### config.mk
export PLATFORM = sky130hd
export DESIGN_NAME = mboot_top
export DESIGN_NICKNAME = d
export VERILOG_FILES = /design/src/verilog/wb_pkg.sv /design/src/verilog/mboot_pkg.sv /design/src/verilog/mboot_regs.sv /design/src/verilog/mboot_top.sv /design/src/verilog/mboot_wb_slave.sv
export SDC_FILE = /design/constraint.sdc
export NUM_CORES = 1
export LEC_CHECK = 0
export BUFFER_PORTS_ARGS = -buffer_cell sky130_fd_sc_hd__clkbuf_2
export CELL_PAD_IN_SITES_DETAIL_PLACEMENT = 1
export CELL_PAD_IN_SITES_GLOBAL_PLACEMENT = 2
export CORE_MARGIN = 10
export CORE_UTILIZATION = 24
export DETAILED_ROUTE_END_ITERATION = 10
export PLACE_DENSITY_LB_ADDON = 0.15
export SYNTH_ARGS = -nofsm -noshare
export SYNTH_HDL_FRONTEND = slang
export SYNTH_HIERARCHICAL = 1
export SYNTH_SLANG_ARGS = --single-unit
### constraint.sdc
create_clock -name CLK_I -period 2.2 [get_ports CLK_I]
set_input_delay 0.33 -clock CLK_I [delete_from_list [all_inputs] [get_ports CLK_I]]
set_output_delay 0.33 -clock CLK_I [all_outputs]
set_load 0.005 [all_outputs]
### src/verilog/wb_pkg.sv
package wb_pkg;

	// the multiboot block only decodes word addresses 0x0, 0x4 and 0x8
	localparam int wb_adr_w = 6;
	localparam int wb_dat_w = 32;

	// master to slave, held stable by the master until ack
	typedef struct packed {
		logic                cyc;
		logic                stb;
		logic                we;
		logic [wb_adr_w-1:0] adr;
		logic [wb_dat_w-1:0] dat;
	} wb_req_s;

	// slave to master
	typedef struct packed {
		logic                ack; // one cycle per transfer
		logic [wb_dat_w-1:0] dat; // read data, valid while ack is high
	} wb_rsp_s;

endpackage
### src/verilog/mboot_pkg.sv
package mboot_pkg;

	// register map, byte addresses as software sees them
	localparam logic [wb_pkg::wb_adr_w-1:0] mboot_flash_adr = 6'h0;
	localparam logic [wb_pkg::wb_adr_w-1:0] mboot_icapo_adr = 6'h4;
	localparam logic [wb_pkg::wb_adr_w-1:0] mboot_icapi_adr = 6'h8; // read only

	// lets software check that it talks to the multiboot block
	localparam logic [23:0] mboot_id = 24'h123456;

	// SPI configuration flash pins, driven straight from the register
	typedef struct packed {
		logic sck;
		logic cs;     // active low chip select
		logic mosi;
		logic hold_n;
		logic wp_n;
	} flash_pins_s;

	// flash deselected, hold and write protect inactive
	localparam flash_pins_s flash_pins_rst = '{sck: 1'b0, cs: 1'b1, mosi: 1'b0,
		hold_n: 1'b1, wp_n: 1'b1};

	typedef struct packed {
		logic        clk;
		logic        ce;    // active low
		logic        write; // low selects a write cycle
		logic [15:0] i;
	} icap_ctrl_s;

	// ICAP idle with its clock parked high
	localparam icap_ctrl_s icap_ctrl_rst = '{clk: 1'b1, ce: 1'b1, write: 1'b0, i: 16'h0000};

	typedef struct packed {
		logic        busy;
		logic [15:0] o;
	} icap_stat_s;

	// one bus word, seen through the layout of whichever register it belongs to
	typedef union packed {
		struct packed {
			logic [23:0] id;
			logic [1:0]  pad;
			logic        miso;
			flash_pins_s pins;
		} flash;
		struct packed {
			logic [12:0] pad;
			icap_ctrl_s  ctrl;
		} icap_ctrl;
		struct packed {
			logic [14:0] pad;
			icap_stat_s  stat;
		} icap_stat;
	} mboot_word_u;

	// one strobe per register and direction, at most one set at a time
	typedef struct packed {
		logic flash_wr;
		logic flash_rd;
		logic icap_wr;
		logic icap_rd;
		logic stat_rd;
	} mboot_access_s;

endpackage

### src/verilog/mboot_regs.sv
`timescale 1ns/10ps

module mboot_regs
	import mboot_pkg::*;
(
	input  logic          CLK_I,
	input  logic          RST_I,
	input  mboot_access_s access,
	input  mboot_word_u   wdat,
	output mboot_word_u   rdat,
	input  logic          miso,
	input  icap_stat_s    icap_stat,
	output flash_pins_s   flash,
	output icap_ctrl_s    icap_ctrl
);

	icap_ctrl_s  icap_q;  // control word as software wrote it
	mboot_word_u rd_next;

	// the ICAP port takes each byte with bit 0 in the msb position,
	// while configuration words in the bitstream are written msb first
	function automatic logic [15:0] icap_swap(input logic [15:0] d);
		logic [15:0] s;
		for (int b = 0; b < 8; b++) begin
			s[b]     = d[7-b];
			s[8 + b] = d[15-b];
		end
		return s;
	endfunction

	// flash pins are bit-banged by software, one register write per edge of sck
	always_ff @(posedge CLK_I or posedge RST_I) begin
		if (RST_I)
			flash <= flash_pins_rst;
		else if (access.flash_wr)
			flash <= wdat.flash.pins;
	end

	// same for the ICAP, clk is toggled by two writes to this register
	always_ff @(posedge CLK_I or posedge RST_I) begin
		if (RST_I)
			icap_q <= icap_ctrl_rst;
		else if (access.icap_wr)
			icap_q <= wdat.icap_ctrl.ctrl;
	end

	always_comb begin
		icap_ctrl   = icap_q;
		icap_ctrl.i = icap_swap(icap_q.i); // only the data lines change order
	end

	// read mux, the zero default also covers unmapped addresses
	always_comb begin
		rd_next = '0;
		if (access.flash_rd) begin
			rd_next.flash.id   = mboot_id;
			rd_next.flash.miso = miso;   // sampled live, software clocks it in itself
			rd_next.flash.pins = flash;
		end else if (access.icap_rd) begin
			rd_next.icap_ctrl.ctrl = icap_q;   // readback in software bit order
		end else if (access.stat_rd) begin
			rd_next.icap_stat.stat = icap_stat;
		end
	end

	// lands at the edge that raises ack, so it is valid during the ack cycle
	always_ff @(posedge CLK_I) begin
		rdat <= rd_next;
	end

	// a write to one register must never disturb the other one
	flash_hold_a: assert property (
		@(posedge CLK_I) disable iff (RST_I)
		!access.flash_wr |=> $stable(flash)
	) else $error("flash pins changed without a write to the flash register");

	icap_hold_a: assert property (
		@(posedge CLK_I) disable iff (RST_I)
		!access.icap_wr |=> $stable(icap_q)
	) else $error("ICAP control changed without a write to the ICAP register");

endmodule

### src/verilog/mboot_top.sv
`timescale 1ns/10ps

module mboot_top
	import wb_pkg::*;
	import mboot_pkg::*;
(
	input  logic        CLK_I,
	input  logic        RST_I,
	input  wb_req_s     bus_req,
	output wb_rsp_s     bus_rsp,
	output flash_pins_s flash,
	input  logic        miso,
	output icap_ctrl_s  icap_ctrl,   // data already in ICAP bit order
	input  icap_stat_s  icap_stat
);

	logic          ack;
	mboot_access_s access;  // one-hot strobe, valid in the cycle before ack
	mboot_word_u   wdat;
	mboot_word_u   rdat;

	assign wdat    = bus_req.dat;
	assign bus_rsp = '{ack: ack, dat: rdat};

	mboot_wb_slave slave0 (
		.CLK_I   (CLK_I),
		.RST_I   (RST_I),
		.bus_req (bus_req),
		.ack     (ack),
		.access  (access)
	);

	mboot_regs regs0 (
		.CLK_I     (CLK_I),
		.RST_I     (RST_I),
		.access    (access),
		.wdat      (wdat),
		.rdat      (rdat),
		.miso      (miso),
		.icap_stat (icap_stat),
		.flash     (flash),
		.icap_ctrl (icap_ctrl)
	);

endmodule

### src/verilog/mboot_wb_slave.sv
`timescale 1ns/10ps

module mboot_wb_slave
	import wb_pkg::*;
	import mboot_pkg::*;
(
	input  logic          CLK_I,
	input  logic          RST_I,
	input  wb_req_s       bus_req,
	output logic          ack,
	output mboot_access_s access
);

	logic req_new;   // a cycle that has not been acknowledged yet
	logic req_wr;
	logic req_rd;
	logic hit_flash;
	logic hit_icap;
	logic hit_stat;

	// while ack is high the master still shows the old request, so it must not count twice
	assign req_new = bus_req.cyc & bus_req.stb & ~ack;
	assign req_wr  = req_new & bus_req.we;
	assign req_rd  = req_new & ~bus_req.we;

	assign hit_flash = (bus_req.adr == mboot_flash_adr);
	assign hit_icap  = (bus_req.adr == mboot_icapo_adr);
	assign hit_stat  = (bus_req.adr == mboot_icapi_adr);

	// no wait states, every request is answered at the next edge
	always_ff @(posedge CLK_I or posedge RST_I) begin
		if (RST_I)
			ack <= 1'b0;
		else
			ack <= req_new;
	end

	// unmapped addresses and writes to the status word leave all strobes low
	// but still get their ack above
	always_comb begin
		access          = '0;
		access.flash_wr = req_wr & hit_flash;
		access.flash_rd = req_rd & hit_flash;
		access.icap_wr  = req_wr & hit_icap;
		access.icap_rd  = req_rd & hit_icap;
		access.stat_rd  = req_rd & hit_stat; // status is read only
	end

	// a master that keeps stb high still sees ack drop between transfers
	ack_single_a: assert property (
		@(posedge CLK_I) disable iff (RST_I)
		ack |=> !ack
	) else $error("ack held high for more than one cycle");

	ack_onehot_a: assert property (
		@(posedge CLK_I) disable iff (RST_I)
		$onehot0(access)
	) else $error("more than one register selected: %b", access);

endmodule

==> flow_summary.json <==
{
  "status": "completed",
  "cp-start-kind": "primary input",
  "grt_pass1_wl_um": 8935,
  "finClkSkew_ps": 6.991,
  "gr-usage-met1_pct": 11.17,
  "firstDrtPassIters": 3,
  "grt_pass1_vias": 1606,
  "ys_ff_latch": 45,
  "crit_family": "simple AND/OR/NAND/NOR gates",
  "cts_buffers": 5,
  "wl_um": 5829,
  "rsz0062_at_grt": "false",
  "dieArea_um2": 11670,
  "clock_latency_ps": 290,
  "cp.depth": 5,
  "die_x_um": 108.0,
  "yosys_most_used_dff": "dfxtp_1",
  "cts_resized": 0,
  "final.fill_count": 909,
  "synthCells": 157,
  "area_delta_synth_final_pct": 37.28,
  "gp_congestion": 0.6662,
  "antenna_found_initial": 0,
  "end_kind": "flop",
  "crit_buf_inv": 2,
  "power.density_nw_per_um2": 600.7,
  "post-route-period-util_pct": 80.08,
  "leakagePower_nw": 1.296,
  "cts_tree": "yes",
  "use_met2_pct": 17.11,
  "num_antenna_cells": 0,
  "drive_gt1_share_pct": 56.25,
  "ys_seq_area_share_pct": 55.52,
  "grt_max_degree": 27,
  "htreeDepth": 2,
  "async_reset_ff_share_pct": 55.56,
  "initial_core_util_pct": 24.31,
  "clkSinkCount": 45,
  "clkTransAtPathRegs_ps": 80,
  "cp-startpoint": "bus_req[33]",
  "setup_viol": 0,
  "grt_usage_pct": 9.868,
  "critical_path_class": "in2reg",
  "vdd_drop_max_v": 0.0002142,
  "path_max_fanout": 11,
  "busiest_layer": "met2",
  "hold_buffers": 1,
  "numPortBuffers": 95,
  "design.core.area_um2": 7647,
  "place_hpwl_um": 4575,
  "finalMaxSlewViolations": 0,
  "grt-ovfl-total": 0,
  "synth_area_um2": 1859,
  "synth_cell_types": 24,
  "finish.utilization_pct": 33.38,
  "clock_path_buffers": 2,
  "final_antenna_net_count": 0,
  "hold_viol_final": 0,
  "crit_end": "regs0/icap_ctrl[13]",
  "drv_cap": 0,
  "grt_util_met3_pct": 3.807,
  "crit_chain": "clkbuf_2 -> or4_1 -> nor3_2 -> buf_4 -> mux2_2",
  "fin_crit_ps": 1762,
  "rr_worst_depth": 4,
  "dieHeight_um": 108.0,
  "reg2reg_to": "regs0/rdat[10]",
  "via_per_inst": 4.179,
  "cts-root-buf": "clkbuf_8",
  "rrSetupSlack_ps": 560,
  "max_freq_mhz": 567.6,
  "cts_setup_buffers": 0,
  "cpMaxStageDelayCell": "or4_1",
  "wire_per_inst_um": 16.28,
  "arrival_ps": 1940,
  "hold_class": "in2reg",
  "drc": 0,
  "slowest_delay_ps": 670,
  "yosysWarnings": 6,
  "worstReg2RegStart": "slave0/ack",
  "drtIter0Drc": 44,
  "final_nets": 316,
  "std_cell_rows": 32,
  "cp_data_required_time_ps": 2380,
  "final.setup.tns_ps": 0,
  "vias": 1496,
  "synth.avg_cell_area_um2": 11.84,
  "synth_edf_count": 0,
  "io_pins": 118
}
Yosys cell counts, types with 2 or more instances:
cell type | instances | area [um^2]
mux2_2 | 24 | 270.3
dfrtp_1 | 20 | 500.5
dfxtp_1 | 20 | 400.4
a21oi_1 | 19 | 95.09
buf_4 | 13 | 97.59
nand3b_1 | 13 | 97.59
nand2_1 | 9 | 33.78
nor2b_1 | 7 | 43.79
buf_2 | 5 | 25.02
dfstp_2 | 5 | 131.4
a221o_1 | 4 | 40.04
buf_6 | 2 | 22.52
inv_1 | 2 | 7.510
nor2_1 | 2 | 7.510
nor3_1 | 2 | 10.01
nor4_1 | 2 | 12.51
where the power goes:
part	switching, W	internal, W
Combinational	0.0000511	0.0000627
Clock	0.000276	0.000284
Sequential	0.0000157	0.000844
cells by family (layout without fill, tap and decap cells):
group           after synthesis  in the layout  synth area share [%]
mux                          24             24                 14.54
flops                        45             45                 55.52
buf+inv                      23            114                 8.411
compound gates               24             24                 7.672
other cells                   1              9                0.2017
simple gates                 40             40                 13.66
stage by stage:
stage | worst slack (ps) | cells | instance area, um^2 | power [W] | hold WS, ps
global route | 377.4 | 358 | 2552 | 0.001626 | 233.3
global placement | 126.2 | 349 | 2441 | 0.0009903 | 160.8
finish | 438.3 | 358 | 2552 | 0.001533 | 257.1
floorplan | 114.8 | 165 | 1889 | 0.0009231 | 58.71
CTS | 437.4 | 358 | 2552 | 0.001570 | 243.6
detailed placement | 115.2 | 349 | 2441 | 0.0009927 | 167.0
worst min-delay path by stage:
stage	start	slack, ps	endpoint	depth (start not counted)
floorplan	RST_I	60	slave0/ack	1
global placement	RST_I	160	slave0/ack	2
detailed placement	RST_I	170	slave0/ack	2
CTS	icap_stat[9]	240	regs0/rdat[9]	2
global route	icap_stat[9]	230	regs0/rdat[9]	2
finish	icap_stat[9]	260	regs0/rdat[9]	2
routing by layer:
layer | wire length (um) | vias up | share of wire, %
met1 | 2344 | 722 | 40
met5 | 0 | - | 0
met2 | 3023 | 51 | 52
li1 | - | 721 | -
met3 | 432 | 2 | 7.4
met4 | 29 | 0 | 0.50
sequential cells by signal (all words and copies together), names as in the netlist:
signal / flops
regs0/flash: 5
regs0/icap_ctrl: 19
slave0/ack: 1
regs0/rdat: 20
worst register-to-register path, delay by kind of cell, from the launching register on:
kind	cells	cell delay, ps
flops	1	410
simple gates	3	780
compound gates	1	330
layout make-up:
type	count	area [um^2]	share of cell area, %
flip-flops and latches	45	1032	40.44
multi-input cells	97	725.7	28.43
repair buffers	104	558.0	21.86
well taps	102	127.6	5.000
clock buffers	7	96.34	3.775
inverters	2	7.507	0.2941
clock inverters	1	5.005	0.1961
cell usage in the layout, fill, tap and decap left out:
| cell | synthesis | routed |
|---|---|---|
| nand3b_1 | 13 | 13 |
| clkbuf_2 | 0 | 95 |
| inv_1 | 2 | 2 |
| nand4bb_1 | 1 | 1 |
| clkinv_2 | 0 | 1 |
| or4_1 | 1 | 1 |
| nor3_2 | 0 | 2 |
| nand2b_1 | 1 | 1 |
| nor2b_1 | 7 | 7 |
| dfxtp_1 | 20 | 20 |
| nand2_1 | 9 | 9 |
| nor4_1 | 2 | 1 |
| conb_1 | 1 | 9 |
| a21oi_1 | 19 | 19 |
| dfstp_2 | 5 | 5 |
| dlygate4sd3_1 | 0 | 1 |
| dfrtp_1 | 20 | 20 |
| buf_12 | 0 | 1 |
| nand4b_1 | 1 | 1 |
| buf_4 | 13 | 7 |
| nor4_2 | 0 | 1 |
| mux2_2 | 24 | 24 |
| a21o_1 | 1 | 1 |
| nor2_1 | 2 | 2 |
| a221o_1 | 4 | 4 |
| clkbuf_8 | 0 | 7 |
| nor4b_4 | 0 | 1 |
Power figures use the tool's default switching activity.
